File: src/common/isaPkg.sv
/*
 * ISA constants for the issue front end: 16-bit words, opcode in the top five bits
 * eight registers, so every register field is three bits wide
 * only the fields that the hazard logic needs are described here
 */
`default_nettype none

package isaPkg;

    localparam int opWidth = 5;
    localparam int instWidth = 16;
    localparam int regAddrWidth = 3;

    // low bit of each register field
    localparam int rsLsb = 8;
    localparam int rtLsb = 5;
    // r-format destination sits below rt
    localparam int rdLsb = 2;

    // system group, 000xx
    localparam logic [opWidth-1:0] haltOp = 5'b00000;
    localparam logic [opWidth-1:0] nopOp = 5'b00001;
    localparam logic [opWidth-1:0] siicOp = 5'b00010;
    localparam logic [opWidth-1:0] rtiOp = 5'b00011;

    // bubble inserted on every stall
    localparam logic [instWidth-1:0] nopWord = {nopOp, {(instWidth - opWidth){1'b0}}};

    // single opcodes with their own rules
    localparam logic [opWidth-1:0] stOp = 5'b10000;
    localparam logic [opWidth-1:0] stuOp = 5'b10011;
    localparam logic [opWidth-1:0] slbiOp = 5'b10010;
    localparam logic [opWidth-1:0] lbiOp = 5'b11000;
    localparam logic [opWidth-1:0] bitOp = 5'b11010;
    localparam logic [opWidth-1:0] arithOp = 5'b11011;

    // opcode prefixes for whole classes
    localparam logic [2:0] sysPfx = 3'b000;
    localparam logic [2:0] jumpPfx = 3'b001;
    localparam logic [2:0] branchPfx = 3'b011;
    localparam logic [2:0] setPfx = 3'b111;
    localparam logic [3:0] plainJmpPfx = 4'b0010;
    localparam logic [3:0] linkJmpPfx = 4'b0011;
    localparam logic [1:0] rFmtPfx = 2'b11;

    // jal and jalr return address
    localparam logic [regAddrWidth-1:0] linkReg = 3'd7;

    // class rules
    // st reads rs and rd, writes nothing
    // stu reads rs and rd, writes rs
    // arith, bit ops, set read rs and rt, write rd at bits 4:2
    // lbi reads nothing, writes rs; slbi reads rs, writes rs
    // nop, siic, rti read nothing, write nothing; halt stops issue
    // 011xx branch reads rs, writes nothing
    // 001xx jump reads rs, j/jr write nothing, jal/jalr write r7
    // everything else reads rs, writes the field at bits 7:5

endpackage

`default_nettype wire

File: src/hazard/hazardDetect.sv
/*
 * Issue decision for the buffered word, one word or bubble per cycle
 * checks only the tracked stages; W is not checked because the
 * register file writes before it reads
 * a buffered halt is never issued and locks the front end for good
 */
`default_nettype none

module hazardDetect import isaPkg::*; #(
    parameter int trackDepth = 3
) (
    input wire clk,
    input wire arstN,
    input wire bufValid,
    input wire [instWidth-1:0] bufWord,
    input wire readsRs,
    input wire readsSecond,
    input wire [regAddrWidth-1:0] secondReg,
    input wire isBranch,
    input wire isHalt,
    input wire [trackDepth-1:0] regWrt,
    input wire [trackDepth-1:0][regAddrWidth-1:0] wrtReg,
    input wire [trackDepth-1:0] branchInst,
    output logic issueNow,
    output logic [instWidth-1:0] issueWord,
    output logic issueValid,
    output logic halted
);

    logic [regAddrWidth-1:0] rsField;
    logic rsHit;
    logic secondHit;
    logic branchBusy;
    logic stall;

    assign rsField = bufWord[rsLsb +: regAddrWidth];

    // compare both sources against every in-flight writer
    always_comb begin
        rsHit = 1'b0;
        secondHit = 1'b0;
        branchBusy = 1'b0;
        for (int k = 0; k < trackDepth; k++) begin
            if (regWrt[k] && wrtReg[k] == rsField) begin
                rsHit = 1'b1;
            end
            if (regWrt[k] && wrtReg[k] == secondReg) begin
                secondHit = 1'b1;
            end
            // any branch still between D and M
            if (branchInst[k]) begin
                branchBusy = 1'b1;
            end
        end
        // fields the class does not read never collide
        rsHit = rsHit && readsRs;
        secondHit = secondHit && readsSecond;
    end

    always_comb begin
        if (isHalt) begin
            stall = 1'b1;
        end else if (isBranch) begin
            // branches and jumps wait only for their own operand
            stall = rsHit;
        end else begin
            stall = rsHit || secondHit || branchBusy;
        end
    end

    // empty buffer falls through to a bubble
    assign issueNow = bufValid && !stall;

    always_ff @(posedge clk or negedge arstN) begin
        if (!arstN) begin
            issueWord <= nopWord;
            issueValid <= 1'b0;
            halted <= 1'b0;
        end else begin
            issueWord <= issueNow ? bufWord : nopWord;
            issueValid <= issueNow;
            // sticky, the halt word stays parked in the buffer
            if (bufValid && isHalt) begin
                halted <= 1'b1;
            end
        end
    end

endmodule

`default_nettype wire

File: src/hazard/stageTracker.sv
/*
 * Write and branch records of issued words, index 0 is D
 * entry 0 follows the word on issueWord directly, older entries are flops
 * trackDepth must be at least 2
 */
`default_nettype none

module stageTracker import isaPkg::*; #(
    parameter int trackDepth = 3
) (
    input wire clk,
    input wire arstN,
    input wire issueValid,
    input wire writesReg,
    input wire [regAddrWidth-1:0] wrtRegIn,
    input wire isBranch,
    output logic [trackDepth-1:0] regWrt,
    output logic [trackDepth-1:0][regAddrWidth-1:0] wrtReg,
    output logic [trackDepth-1:0] branchInst
);

    // X, M and beyond
    logic [trackDepth-1:1] regWrtQ;
    logic [trackDepth-1:1] branchQ;
    logic [trackDepth-1:1][regAddrWidth-1:0] wrtRegQ;

    // D stage, a bubble carries an empty record
    assign regWrt[0] = issueValid && writesReg;
    assign branchInst[0] = issueValid && isBranch;
    assign wrtReg[0] = wrtRegIn;

    assign regWrt[trackDepth-1:1] = regWrtQ;
    assign branchInst[trackDepth-1:1] = branchQ;
    assign wrtReg[trackDepth-1:1] = wrtRegQ;

    // flags shift one stage per cycle, oldest falls off past M
    always_ff @(posedge clk or negedge arstN) begin
        if (!arstN) begin
            regWrtQ <= '0;
            branchQ <= '0;
        end else begin
            regWrtQ <= regWrt[trackDepth-2:0];
            branchQ <= branchInst[trackDepth-2:0];
        end
    end

    // register index only matters while its flag is set
    always_ff @(posedge clk) begin
        wrtRegQ <= wrtReg[trackDepth-2:0];
    end

endmodule

`default_nettype wire

File: src/rtl/fetchBuffer.sv
/*
 * One-entry skid for the instruction stream, valid/ready on the input
 * instReady is combinational from issueNow, so a word can move in
 * the same cycle the old one leaves; nothing is accepted after a halt
 */
`default_nettype none

module fetchBuffer import isaPkg::*; (
    input wire clk,
    input wire arstN,
    input wire instValid,
    input wire [instWidth-1:0] instWord,
    output logic instReady,
    input wire issueNow,
    input wire halted,
    output logic bufValid,
    output logic [instWidth-1:0] bufWord
);

    logic take;

    // room when empty or when the held word issues this cycle
    assign instReady = !halted && (!bufValid || issueNow);
    assign take = instValid && instReady;

    always_ff @(posedge clk or negedge arstN) begin
        if (!arstN) begin
            bufValid <= 1'b0;
        end else if (take) begin
            bufValid <= 1'b1;
        end else if (issueNow) begin
            // drained with nothing behind it
            bufValid <= 1'b0;
        end
    end

    // held unchanged through stalls
    always_ff @(posedge clk) begin
        if (take) begin
            bufWord <= instWord;
        end
    end

endmodule

`default_nettype wire

File: src/rtl/instDecode.sv
/*
 * Purely combinational classifier, one opcode class per word
 * second source is always the 7:5 field (rt, or rd for stores)
 * halt decodes like any rs reader; the detector blocks it separately
 */
`default_nettype none

module instDecode import isaPkg::*; (
    input wire [instWidth-1:0] instWord,
    output logic readsRs,
    output logic readsSecond,
    output logic [regAddrWidth-1:0] secondReg,
    output logic writesReg,
    output logic [regAddrWidth-1:0] wrtReg,
    output logic isBranch,
    output logic isHalt
);

    logic [opWidth-1:0] op;
    logic [3:0] opPfx4;
    logic [2:0] opPfx3;
    logic [1:0] opPfx2;
    logic [regAddrWidth-1:0] rsField;
    logic [regAddrWidth-1:0] rtField;
    logic [regAddrWidth-1:0] rdField;

    assign op = instWord[instWidth-1 -: opWidth];
    assign opPfx4 = op[opWidth-1 -: 4];
    assign opPfx3 = op[opWidth-1 -: 3];
    assign opPfx2 = op[opWidth-1 -: 2];

    assign rsField = instWord[rsLsb +: regAddrWidth];
    assign rtField = instWord[rtLsb +: regAddrWidth];
    assign rdField = instWord[rdLsb +: regAddrWidth];

    // stores and r-format share the same slot for their second operand
    assign secondReg = rtField;
    assign isHalt = (op == haltOp);

    always_comb begin
        readsRs = 1'b1;
        readsSecond = 1'b0;
        writesReg = 1'b1;
        wrtReg = rtField;
        isBranch = 1'b0;

        // words with no source operand
        if (op == lbiOp || op == nopOp || op == siicOp || op == rtiOp) begin
            readsRs = 1'b0;
        end

        // two-source classes
        if (op == stOp || op == stuOp || op == arithOp || op == bitOp || opPfx3 == setPfx) begin
            readsSecond = 1'b1;
        end

        // branches and all four jumps open the control window
        if (opPfx3 == branchPfx || opPfx3 == jumpPfx) begin
            isBranch = 1'b1;
        end

        // no destination
        if (op == stOp || opPfx3 == branchPfx || opPfx4 == plainJmpPfx || opPfx3 == sysPfx) begin
            writesReg = 1'b0;
        end

        // destination field; lbi must be caught before the r-format test
        if (op == lbiOp || op == slbiOp || op == stuOp) begin
            wrtReg = rsField;
        end else if (opPfx4 == linkJmpPfx) begin
            wrtReg = linkReg;
        end else if (opPfx2 == rFmtPfx) begin
            wrtReg = rdField;
        end
    end

endmodule

`default_nettype wire

File: src/rtl/issueFrontEnd.sv
/*
 * Issue front end: fetch buffer, two decoders, hazard detector, stage tracker
 * issueWord is registered and enters D every cycle, real or bubble
 * branch resolution and everything past D live outside this block
 */
`default_nettype none

module issueFrontEnd import isaPkg::*; #(
    parameter int trackDepth = 3
) (
    input wire clk,
    input wire arstN,
    input wire instValid,
    input wire [instWidth-1:0] instWord,
    output logic instReady,
    output logic [instWidth-1:0] issueWord,
    output logic issueValid,
    output logic halted
);

    logic bufValid;
    logic [instWidth-1:0] bufWord;
    logic issueNow;

    // fetch-side decode of the buffered word
    logic fReadsRs;
    logic fReadsSecond;
    logic [regAddrWidth-1:0] fSecondReg;
    logic fIsBranch;
    logic fIsHalt;

    // issue-side decode of the word now in D
    logic iWritesReg;
    logic [regAddrWidth-1:0] iWrtReg;
    logic iIsBranch;

    logic [trackDepth-1:0] trkRegWrt;
    logic [trackDepth-1:0][regAddrWidth-1:0] trkWrtReg;
    logic [trackDepth-1:0] trkBranch;

    fetchBuffer uFetchBuffer (
        .clk(clk),
        .arstN(arstN),
        .instValid(instValid),
        .instWord(instWord),
        .instReady(instReady),
        .issueNow(issueNow),
        .halted(halted),
        .bufValid(bufValid),
        .bufWord(bufWord)
    );

    instDecode uFetchDecode (
        .instWord(bufWord),
        .readsRs(fReadsRs),
        .readsSecond(fReadsSecond),
        .secondReg(fSecondReg),
        .writesReg(),
        .wrtReg(),
        .isBranch(fIsBranch),
        .isHalt(fIsHalt)
    );

    hazardDetect #(
        .trackDepth(trackDepth)
    ) uHazardDetect (
        .clk(clk),
        .arstN(arstN),
        .bufValid(bufValid),
        .bufWord(bufWord),
        .readsRs(fReadsRs),
        .readsSecond(fReadsSecond),
        .secondReg(fSecondReg),
        .isBranch(fIsBranch),
        .isHalt(fIsHalt),
        .regWrt(trkRegWrt),
        .wrtReg(trkWrtReg),
        .branchInst(trkBranch),
        .issueNow(issueNow),
        .issueWord(issueWord),
        .issueValid(issueValid),
        .halted(halted)
    );

    instDecode uIssueDecode (
        .instWord(issueWord),
        .readsRs(),
        .readsSecond(),
        .secondReg(),
        .writesReg(iWritesReg),
        .wrtReg(iWrtReg),
        .isBranch(iIsBranch),
        .isHalt()
    );

    stageTracker #(
        .trackDepth(trackDepth)
    ) uStageTracker (
        .clk(clk),
        .arstN(arstN),
        .issueValid(issueValid),
        .writesReg(iWritesReg),
        .wrtRegIn(iWrtReg),
        .isBranch(iIsBranch),
        .regWrt(trkRegWrt),
        .wrtReg(trkWrtReg),
        .branchInst(trkBranch)
    );

endmodule

`default_nettype wire

File: config.mk
export PLATFORM = sky130hd
export DESIGN_NAME = issueFrontEnd
export DESIGN_NICKNAME = d
export VERILOG_FILES = /design/src/common/isaPkg.sv /design/src/hazard/hazardDetect.sv /design/src/hazard/stageTracker.sv /design/src/rtl/fetchBuffer.sv /design/src/rtl/instDecode.sv /design/src/rtl/issueFrontEnd.sv
export SDC_FILE = /design/constraint.sdc
export NUM_CORES = 1
export LEC_CHECK = 0
export BUFFER_PORTS_ARGS = -buffer_cell sky130_fd_sc_hd__buf_4
export CAP_MARGIN = 20
export CORE_MARGIN = 2
export CORE_UTILIZATION = 52
export CTS_BUF_LIST = sky130_fd_sc_hd__clkbuf_4
export DETAILED_ROUTE_END_ITERATION = 16
export HOLD_SLACK_MARGIN = 0.12
export PLACE_DENSITY_LB_ADDON = 0.2
export REMOVE_ABC_BUFFERS = 1
export SETUP_SLACK_MARGIN = 0.1
export SKIP_LAST_GASP = 1
export SYNTH_ARGS = -nofsm -noshare
export SYNTH_HDL_FRONTEND = slang
export SYNTH_SLANG_ARGS = --single-unit
File: constraint.sdc
create_clock -name clk -period 7.5 [get_ports clk]
set_clock_uncertainty 0.15 [all_clocks]
set_input_delay 0.375 -clock clk [delete_from_list [all_inputs] [get_ports clk]]
set_output_delay 0.375 -clock clk [all_outputs]
set_load 0.02 [all_outputs]
* After elaboration in Yosys (flattened, before gate mapping)
Cells that the tools add are included.
** Word-level totals
- Register bits :: 45
- Input bits :: 19
- Output and inout port bits :: 19
- Word-level logic and storage cells :: 94
** Cells by class
- Equality and inequality tests :: 26
- Multiplexer cells :: 22
- Reductions and logical operators :: 37
** Operator list (count)
- equality test 5 bit (second input constant) :: 9
- equality test 3 bit :: 6
- 2-to-1 mux 1 bit :: 18
- logical OR 1 bit :: 17
- 2-to-1 mux 16 bit :: 1
- logical AND 1 bit :: 14
- equality test 5 x 2 -> 1 bit (second input constant) :: 2
- 2-to-1 mux 3 bit :: 3
- equality test 4 x 2 -> 1 bit (second input constant) :: 2
- equality test 3 x 1 -> 1 bit (second input constant) :: 2
- equality test 3 x 2 -> 1 bit (second input constant) :: 2
- equality test 5 x 1 -> 1 bit (second input constant) :: 1
- zero test 5 bit :: 1
- equality test 3 bit (second input constant) :: 1
- zero test 1 bit :: 3
- zero test 3 bit :: 1
- equality test 2 bit (second input constant) :: 1
- nonzero test 2 bit :: 1

* Depth between registers and ports, before layout
Gate-level depths: netlist of the first run.
- Word-level depth :: 21
- Depth in mapped cells :: 9

* Cells and area by module
From an unflattened synthesis of the first run, not the netlist that was laid out.
** Second synthesis, totals
- Cells, all modules :: 193
- Area total of the unflattened synthesis :: 2249.7 sq um
** Modules (own cells, without submodules)
- hazardDetect :: times used 1, cells each 84, area each 889.6 sq um, sequential area each 451.7 sq um
- instDecode :: times used 2, cells each 36, area each 282.8 sq um, sequential area each 0.0 sq um
- fetchBuffer :: times used 1, cells each 22, area each 539.3 sq um, sequential area each 505.5 sq um
- stageTracker :: times used 1, cells each 15, area each 255.2 sq um, sequential area each 220.2 sq um

* Worst setup path before layout of the first run
OpenSTA, ideal clock, no wires.
- Path type :: reg2reg
- From :: register uHazardDetect.issueWord[12]
- To :: register uFetchBuffer.bufWord[0] (enable)
- Library setup time :: 0.409 ns
- Arrival time :: 3.025 ns
- Path slack :: 3.915 ns
- Cell stages (with the launch flop) :: 8
- Path buffers :: 1
- Path through :: dfrtp_1 -> or3b_4 -> a21o_1 -> buf_6 -> and2_1 -> o32ai_2 -> o32ai_1 -> nor3_1
** Between the ends
- Word-level cells in the longest chain between the ends :: 20
- Elaborated cells between the ends (all ways) :: 36
- Classes of those cells :: eq/ne (8); mux (11); reduce/logical (17)
** Ends and longest elaborated chain
- start, declared :: RTL line hazardDetect.sv:25 : output logic [instWidth-1:0] issueWord,
- start signal, assigned :: RTL line hazardDetect.sv:76 : issueWord <= nopWord;
- start signal, assigned :: RTL line hazardDetect.sv:80 : issueWord <= issueNow ? bufWord : nopWord;
- branches (longest 13 deep; another with equality test 5 bit)
- 2-to-1 mux 1 bit (*) :: RTL line hazardDetect.sv:63 : end else if (isBranch) begin
- 2-to-1 mux 1 bit (*) :: RTL line hazardDetect.sv:61 : if (isHalt) begin
- zero test 1 bit (*) :: RTL line hazardDetect.sv:72 : assign issueNow = bufValid && !stall;
- logical AND 1 bit (*) :: RTL line hazardDetect.sv:72
- logical OR 1 bit (*) :: RTL line fetchBuffer.sv:23 : assign instReady = !halted && (!bufValid || issueNow);
- logical AND 1 bit (*) :: RTL line fetchBuffer.sv:23
- logical AND 1 bit (*) :: RTL line fetchBuffer.sv:24 : assign take = instValid && instReady;
- via uFetchBuffer.take :: RTL line fetchBuffer.sv:20 : logic take;
- end signal, assigned :: RTL line fetchBuffer.sv:40 : bufWord <= instWord;
- end, declared :: RTL line fetchBuffer.sv:17 : output logic [instWidth-1:0] bufWord
Mark *: on every way through the listed nets, which the timed path passes.
A chain may end at the register's enable or synchronous reset.

* Worst setup path after layout of the first run
- From :: register uHazardDetect.issueWord[14]
- To :: output port instReady
** Between the ends
- Word-level cells in the longest chain between the ends :: 19
- Elaborated cells between the ends (all ways) :: 46
- Classes of those cells :: eq/ne (11); mux (16); reduce/logical (19)
** Ends and longest elaborated chain
- branches (longest 13 deep; another with 2-to-1 mux 3 bit)
- 2-to-1 mux 1 bit (*) :: RTL line hazardDetect.sv:63
- 2-to-1 mux 1 bit (*) :: RTL line hazardDetect.sv:61
- zero test 1 bit (*) :: RTL line hazardDetect.sv:72
- logical AND 1 bit (*) :: RTL line hazardDetect.sv:72
- logical OR 1 bit (*) :: RTL line fetchBuffer.sv:23
- logical AND 1 bit (*) :: RTL line fetchBuffer.sv:23
- end, declared :: RTL line issueFrontEnd.sv:15 : output logic instReady,
Mark *: on every way between the ends.

==> results.yml, run 1 <==
global_route:
  grt_pass1_vias: 1578
  antenna_found_initial: 0
  grt_start_max_net_pins: 24
  gr-total-overflow: 0
  track_usage_pct: 22.49
  grt_pass1_wl_um: 7376
synthesis:
  synth_top_cell_by_area: "dfrtp_1"
  synth_area_per_cell_um2: 12.53
  synth_area_um2: 2130
  ys_types: 57
  postSynthCellCount: 170
  yosys.area.top_type_share_pct: 25.85
  synth_edf_count: 16
  ys_ff_latch: 45
  synth_ff_type: "dfrtp_1"
  synthTopCellsByArea: "dfrtp_1, edfxtp_1, dfxtp_1"
  yosysSeqAreaShare_pct: 55.29
  ys_async_sr_fraction_pct: 51.11
  synth_warnings: 0
layout:
  final_cell_mix: "buf_4, dfrtp_1, inv_1"
  drive_gt1_share_pct: 34.21
  nNetsFinal: 246
  final_common_cell: "buf_4"
  area_delta_synth_final_pct: 25.26
  n_antenna_cell: 0
  fin_area_um2: 2668
clock_tree:
  cts_buffers: 5
  root_buffer: "clkbuf_4"
  cts_buffer_depth: 2
  post-cts-setup-buffer-count: 0
  h-tree-depth: 2
  clk_pin_slew_ps: 140
  cts_sinks: 45
  clock_latency_ps: 370
  cts_tree: "done"
floorplan:
  die_w_um: 68.00
  die_h_um: 68.00
  coreArea_um2: 3971
  dieArea_um2: 4623
  num_rows: 23
  start_util_pct: 53.62
  ios: 38
sta:
  period_needed_ps: 3458
  hold_viol_final: 0
  tns_ps: 0
  relSlewSlack_pct: 38.43
  setup_viol_count_final: 0
  fin_hold_ws_ps: 224.3
  period_share_pct: 46.11
  worst_slack_ps: 4042
  drv_slew: 0
  grt_setup_unrepaired: "false"
  worst_pin_slew_ps: 923.5
  clock.fmax_mhz: 289.2
critical_path:
  crit_required_ps: 6970
  path_class: "flip-flop to output pin"
  worstSetupStartpointType: "flip-flop"
  arrival_ps: 2930
  worstSetupEndpointType: "output pin"
  worst-path-max-fanout: 13
power_and_ir_drop:
  total_power_w: 0.0009854
  p_leak_nw: 1.167
  p_per_area_nw_per_um2: 369.4
  ir_drop_v: 0.0001705
placed_design:
  hpwl_um: 3227
  io_buffers: 37
  place_congestion: 0.8899
  placed_cell_area_um2: 2430
  pre_cts_slack_ps: 3977
run:
  drv_cap: 0
hold_path:
  min_path_type: "input pin to flip-flop"
status:
  outcome: "finished, final reports clean"
routing:
  vias: 1527
  viasPerCell: 5.493
  route.detailed.drc: 0
  finalWirelength_um: 4663
  wl_per_cell_um: 16.77
  drt-initial-drc-count: 175
  antenna_left: 0
  dr.pass1.iters: 4
## metal layers
| metal | global-route usage [%] | vias up | part of all wire (%) |
|---|---|---|---|
| li1 | - | 730 | - |
| met1 | 26.96 | 732 | 42 |
| met2 | 38.96 | 58 | 51 |
| met3 | 4.276 | 7 | 5.6 |
| met4 | 10.50 | 0 | 1.6 |
| met5 | 0 | - | 0 |
## sequential cells by signal, indices dropped and copies added, names as in the netlist
signal / flops
uFetchBuffer.bufWord: 16
uHazardDetect.halted: 1
uStageTracker.branchQ: 2
uHazardDetect.issueWord: 16
uFetchBuffer.bufValid: 1
uStageTracker.regWrtQ: 2
uStageTracker.wrtReg: 6
uHazardDetect.issueValid: 1
## logic make-up (layout without fill, tap and decap cells)
family,count (synthesis),after routing,share of synthesized area [%]
mux,2,2,1.586
xor+xnor,13,13,5.347
simple gates,52,52,17.04
flops,45,45,55.29
compound gates,34,34,15.28
buf+inv,24,82,5.463
## stage by stage
stage          util (%)  instances
2_1_floorplan         -        165
3_3_place_gp      61.18        252
3_5_place_dp      61.18        252
4_1_cts           66.89        277
5_1_grt           67.17        278
6_report          67.17        278
## critical path: stages (launching register included)
cell      delay (ps)
dfrtp_1          550
or3b_4           450
a211oi_1         410
a211o_2          170
nand3_1          140
nor4_1           550
nor3_1           130
buf_4            190
## power by group
part           switching (W)  internal [W]  total [W]
logic               0.000249      0.000199   0.000448
registers          0.0000823      0.000338   0.000420
clock network      0.0000738     0.0000434   0.000117
## final cells by class
| cell class | instances | area, µm² |
|---|---|---|
| clock buffer | 7 | 52.55 |
| sequential | 45 | 1177 |
| tap | 50 | 62.56 |
| timing repair buffer | 55 | 459.2 |
| inverter | 19 | 71.32 |
| clock inverter | 1 | 3.754 |
| fill | 301 | 1304 |
| multi-input combinational | 101 | 840.8 |
## path summary, 6_finish.rpt
kind | start | endpoint | slack, ps | cells after the start
worst min-delay path | instValid | uFetchBuffer.bufValid | 220 | 3
max in group asynchronous | arstN | uHazardDetect.issueWord[11] | 6630 | 2
worst max register to register | uHazardDetect.issueWord[14] | uFetchBuffer.bufWord[8] | 4420 | 7
worst max-delay path | uHazardDetect.issueWord[14] | instReady | 4040 | 7
worst min register to register | uStageTracker.wrtReg[4] | uStageTracker.wrtReg[7] | 260 | 0
min in group asynchronous | arstN | uHazardDetect.issueWord[13] | 270 | 2
## synthesized netlist by cell type, types with 2 or more instances
master,instances
dfrtp_1,22
inv_1,18
edfxtp_1,16
xnor2_1,13
nor3_1,9
nor3_2,9
a21oi_1,7
dfxtp_1,6
nor2_1,4
nor2b_1,4
and3_1,3
nand4_1,3
a211o_2,2
a211oi_1,2
a21oi_2,2
a22oi_1,2
and2_1,2
buf_4,2
nand2_1,2
nand3_1,2
nor4_1,2
o22ai_1,2
o31ai_4,2
## what timing repair did
action	CTS	global route
endpoints found under the hold margin	39	0
hold buffers	17	0
gates resized for setup	0	0
Power figures use the tool's default switching activity.
==> run 2: changes to the inputs <==
- ABC_AREA: not set -> 1
- clock period: 7.5 -> 3.3 ns (I/O delays scaled with it)
==> results.yml, run 2 <==
synthesis:
  synth_top_cell_by_area: "dfrtp_1"
  synth_ff_type: "dfrtp_1"
  ys_types: 29
  ys_ff_latch: 45
  synth_most_common_cell: "nand2_1"
  postSynthCellCount: 214
  synth_edf_count: 16
  synth_area_um2: 1989
  ys_async_sr_fraction_pct: 51.11
  synthTopCellsByArea: "dfrtp_1, edfxtp_1, nand2_1"
  yosysSeqAreaShare_pct: 59.18
  synth_area_per_cell_um2: 9.296
  yosys.area.top_type_share_pct: 27.67
  synth_warnings: 0
  synthTopCellsByCount: "nand2_1, inv_1, nor2_1, dfrtp_1, nand3_1"
critical_path:
  path_class: "flip-flop to output pin"
  critPathTopFamily: "simple AND/OR/NAND/NOR gates"
  worst-path-max-fanout: 9
  arrival_ps: 2340
  cp_num_buf_inv: 3
  crit_slowest_cell: "dfrtp_1"
  worstSetupEndpointType: "output pin"
  crit_required_ps: 2980
  cp_cell_sequence: "inv_2, nor2_1, nand2_1, nand3_1, nand2_2, nand2_1, nand2_1, nand2_1, nor2_1, nand2_1, nand2_1, a21oi_2, nand2_1, nand2_1, nand2_1, inv_1, buf_4"
  cpPeakStageDelay_ps: 420
  cpMostUsedCell: "nand2_1"
  worstSetupStartpointType: "flip-flop"
global_route:
  antenna_found_initial: 0
  track_usage_pct: 21.36
  grt_pass1_vias: 1499
  grt_start_max_net_pins: 23
  gr-total-overflow: 0
  grt_pass1_wl_um: 6810
clock_tree:
  cts_buffer_depth: 2
  clk_pin_slew_ps: 130
  clock_latency_ps: 350
  root_buffer: "clkbuf_4"
  post-cts-setup-buffer-count: 0
  cts_tree: "done"
  cts_buffers: 5
  cts_sinks: 45
  h-tree-depth: 2
routing:
  viasPerCell: 4.927
  finalWirelength_um: 4135
  dr.pass1.iters: 4
  wl_per_cell_um: 12.57
  drt-initial-drc-count: 104
  vias: 1621
  route.detailed.drc: 0
  antenna_left: 0
sta:
  period_needed_ps: 2659
  worst_pin_slew_ps: 435.9
  tns_ps: 0
  hold_viol_final: 0
  relSlewSlack_pct: 70.67
  drv_slew: 0
  grt_setup_unrepaired: "false"
  period_share_pct: 80.57
  clock.fmax_mhz: 376.1
  setup_viol_count_final: 0
placed_design:
  place_inst: 300
  place_congestion: 0.8218
  io_buffers: 37
  hpwl_um: 2894
power_and_ir_drop:
  p_sw_share_pct: 40.65
  p_sw_w: 0.0007915
  clock_power_share_pct: 13.0
  p_leak_nw: 1.293
  ir_drop_v: 0.0005712
  p_per_area_nw_per_um2: 745.0
  p_seq_share_pct: 46.8
  p_int_w: 0.001156
  combPwrFrac_pct: 40.2
layout:
  final_cell_mix: "nand2_1, buf_4, inv_1"
  n_antenna_cell: 0
  drive_gt1_share_pct: 24.91
  num-fill-cells: 282
  multi_input_area_um2: 676.9
  finalNonFillerCells: 329
  final_common_cell: "nand2_1"
  area_delta_synth_final_pct: 31.38
  seqCellArea_um2: 1177
  nNetsFinal: 299
floorplan:
  num_rows: 22
  dieArea_um2: 4336
  ios: 38
  die_w_um: 65.85
  coreArea_um2: 3661
  start_util_pct: 54.34
  die_h_um: 65.85
hold_path:
  min_path_type: "flip-flop to flip-flop"
run:
  drv_cap: 0
status:
  outcome: "finished, final reports clean"
[run 2: path summary, 6_finish.rpt]
check | slack, ps | startpoint | end | cells past startpoint
min in group asynchronous | 670 | arstN | uHazardDetect.issueWord[11] | 3
worst min-delay path | 250 | uStageTracker.branchQ[1] | uStageTracker.branchQ[2] | 0
max in group asynchronous | 1400 | arstN | uFetchBuffer.bufValid | 5
worst max-delay path | 640 | uHazardDetect.issueWord[13] | instReady | 17
worst min register to register | 250 | uStageTracker.branchQ[1] | uStageTracker.branchQ[2] | 0
worst max register to register | 730 | uHazardDetect.issueWord[13] | uFetchBuffer.bufWord[15] | 17
[run 2: cell families (layout without fill, tap and decap cells)]
group	after synthesis	in the layout	share of synthesized area, %
xor+xnor	5	5	2.201
flops	45	45	59.18
buf+inv	34	101	6.792
compound gates	18	18	5.409
simple gates	112	112	26.41
[run 2: power by group through the flow]
stage / combinational (W) / clock, W / sequential, W
global placement: 0.000755 / 0 / 0.000918
global route: 0.000863 / 0.000287 / 0.000935
detailed placement: 0.000760 / 0 / 0.000922
CTS: 0.000781 / 0.000256 / 0.000910
finish: 0.000784 / 0.000253 / 0.000910
floorplan: 0.000405 / 0 / 0.000987
[run 2: layout make-up]
cell class	instances	share of cell area, %
sequential	45	45.05
clock buffer	5	1.436
timing repair buffer	60	19.91
multi-input combinational	135	25.90
tap	48	2.298
clock inverter	3	0.6702
inverter	33	4.739
[run 2: stage by stage]
stage / worst slack (ps) / hold WS [ps] / total power (W) / util (%) / instance area (µm²)
after floorplan: 406.6 / -280.6 / 0.001392 / - / 1978
after global placement: 798.3 / -73.98 / 0.001674 / 63.67 / 2331
after detailed placement: 759.4 / -69.66 / 0.001682 / 63.67 / 2331
after CTS: 653.6 / 127.9 / 0.001947 / 70.37 / 2576
after global routing: 327.6 / 262.5 / 0.002085 / 71.39 / 2614
final: 641.3 / 245.3 / 0.001947 / 71.39 / 2614
[run 2: routing by layer]
metal	share of wire, %	GRT usage, %	wire, µm	vias to the layer above
met5	0	0	0	-
met4	2.0	8.594	82	0
met3	4.7	4.429	196	10
met2	51	35.61	2113	43
met1	42	27.21	1743	755
li1	-	-	-	813
[run 2: what timing repair did]
action / 4_1_cts / 5_1_grt
resized for setup: 0 / 0
hold endpoints to repair: 40 / 1
hold buffers: 19 / 1
==> run 3: changes to the inputs <==
- clock period: 3.3 -> 2.65 ns (I/O delays scaled with it)
==> results.yml, run 3 (same netlist as run 2, synthesis figures left out) <==
status:
  outcome: "finished, final reports clean"
critical_path:
  cp_cell_sequence: "nand2_4, clkinv_4, nand2_4, nand2_8, nand2_8, nand2_2, nand3_2, nand2_1, nor2_1, nand2_1, nand2_1, nand2_1, nand2_1, nand2_2, nand2_1, nand2_2, nand2_2, inv_2, buf_6"
  worstSetupEndpointType: "output pin"
  cpMostUsedCell: "nand2_1"
  arrival_ps: 2260
  worst-path-max-fanout: 7
  cpPeakStageDelay_ps: 520
  path_class: "flip-flop to output pin"
  worstSetupStartpointType: "flip-flop"
  crit_required_ps: 2370
  critPathTopFamily: "simple AND/OR/NAND/NOR gates"
  crit_slowest_cell: "dfrtp_2"
  cp_num_buf_inv: 3
clock_tree:
  h-tree-depth: 2
  cts_tree: "done"
  root_buffer: "clkbuf_4"
  cts_sinks: 45
  cts_buffers: 5
  cts_buffer_depth: 2
  clk_pin_slew_ps: 140
  clock_latency_ps: 370
layout:
  final_cell_mix: "buf_4, nand2_1, inv_1"
  n_antenna_cell: 0
  utilization_pct: 78.06
  final_common_cell: "buf_4"
  finalNonFillerCells: 336
  area_delta_synth_final_pct: 43.65
  nNetsFinal: 306
  drive_gt1_share_pct: 36.46
  fin_area_um2: 2858
global_route:
  antenna_found_initial: 0
  met2_usage_pct: 38.01
  grt_use_met3_pct: 5.451
  grt_start_max_net_pins: 23
  gr-total-overflow: 0
  grt_pass1_vias: 1542
  grt_pass1_wl_um: 6865
  grtUsageMet1_pct: 26.11
  track_usage_pct: 21.90
  busiest_layer: "met2"
routing:
  wl_per_cell_um: 13.76
  drt-initial-drc-count: 112
  dr.pass1.iters: 4
  viasPerCell: 4.923
  route.detailed.drc: 0
  antenna_left: 0
  finalWirelength_um: 4624
  vias: 1654
sta:
  worst_pin_slew_ps: 434.6
  clock.fmax_mhz: 394.0
  grt_setup_unrepaired: "true"
  relSlewSlack_pct: 70.76
  tns_ps: 0
  period_share_pct: 95.78
  fin_hold_ws_ps: 250.4
  period_needed_ps: 2538
  setup_viol_count_final: 0
  hold_viol_final: 0
  drv_slew: 0
placed_design:
  place_congestion: 0.8217
  place_inst: 300
  io_buffers: 37
  hpwl_um: 2923
  placed_cell_area_um2: 2331
run:
  drv_cap: 0
hold_path:
  min_path_type: "flip-flop to flip-flop"
power_and_ir_drop:
  p_per_area_nw_per_um2: 966.4
  p_leak_nw: 1.394
  ir_drop_v: 0.0007546
floorplan:
  num_rows: 22
  dieArea_um2: 4336
  coreArea_um2: 3661
  ios: 38
  die_w_um: 65.85
  die_h_um: 65.85
  start_util_pct: 54.34
run 3: layout make-up:
type / instances / area (µm²)
timing repair buffer: 67 / 588.1
clock inverter: 3 / 46.29
clock buffer: 5 / 37.54
inverter: 33 / 131.4
tap: 48 / 60.06
fill: 238 / 803.3
multi-input combinational: 135 / 813.3
sequential: 45 / 1181
run 3: stage by stage:
stage / total power [W] / worst slack, ps
6_report: 0.002762 / 111.8
5_1_grt: 0.002921 / -54.72
4_1_cts: 0.002631 / 104.7
3_5_place_dp: 0.002099 / 112.5
3_3_place_gp: 0.002086 / 148.7
2_1_floorplan: 0.001733 / -243.4
run 3: metal layers:
layer	wire [µm]	vias up	part of all wire, %
li1	-	829	-
met2	2419	38	52
met5	0	-	0
met4	74	0	1.6
met1	1935	777	42
met3	193	10	4.2
run 3: worst paths after layout:
check / start / end / slack, ps / cells after the start
max: uHazardDetect.issueWord[15] / instReady / 110 / 19
min: uStageTracker.wrtReg[5] / uStageTracker.wrtReg[8] / 250 / 0
max reg2reg: uHazardDetect.issueWord[15] / uFetchBuffer.bufWord[8] / 170 / 18
min reg2reg: uStageTracker.wrtReg[5] / uStageTracker.wrtReg[8] / 250 / 0
max in group asynchronous: arstN / uHazardDetect.issueWord[10] / 740 / 5
min in group asynchronous: arstN / uHazardDetect.issueWord[11] / 620 / 3
run 3: worst register-to-register path, stage by stage, from the launching register on:
cell      delay (ps)
dfrtp_2          520
nand2_4          120
clkinv_4          60
nand2_4           80
nand2_8           80
nand3_1          130
nand2_4           80
nor2_1           100
nor2_1            50
nand2_1           60
nand2_1           50
nand2_1           60
nand2_1           60
nand2_2           70
nand2_1           60
nand2_2           80
nand2_2           60
nor2_1           150
buf_4            180
run 3: what timing repair did:
item                                    CTS  global route
hold endpoints to repair                 40             0
hold buffers                             20             0
buffers inserted                          6             1
endpoints found under the setup margin   17            17
resized for setup                        16            29
pin swaps                                 8            13
run 3: report_power, final:
group | internal, W | switching (W) | leakage (nW)
registers | 0.000957 | 0.000198 | 0.500
logic | 0.000485 | 0.000693 | 0.853
clock network | 0.000200 | 0.000229 | 0.0414
total | 0.00164 | 0.00112 | 1.39
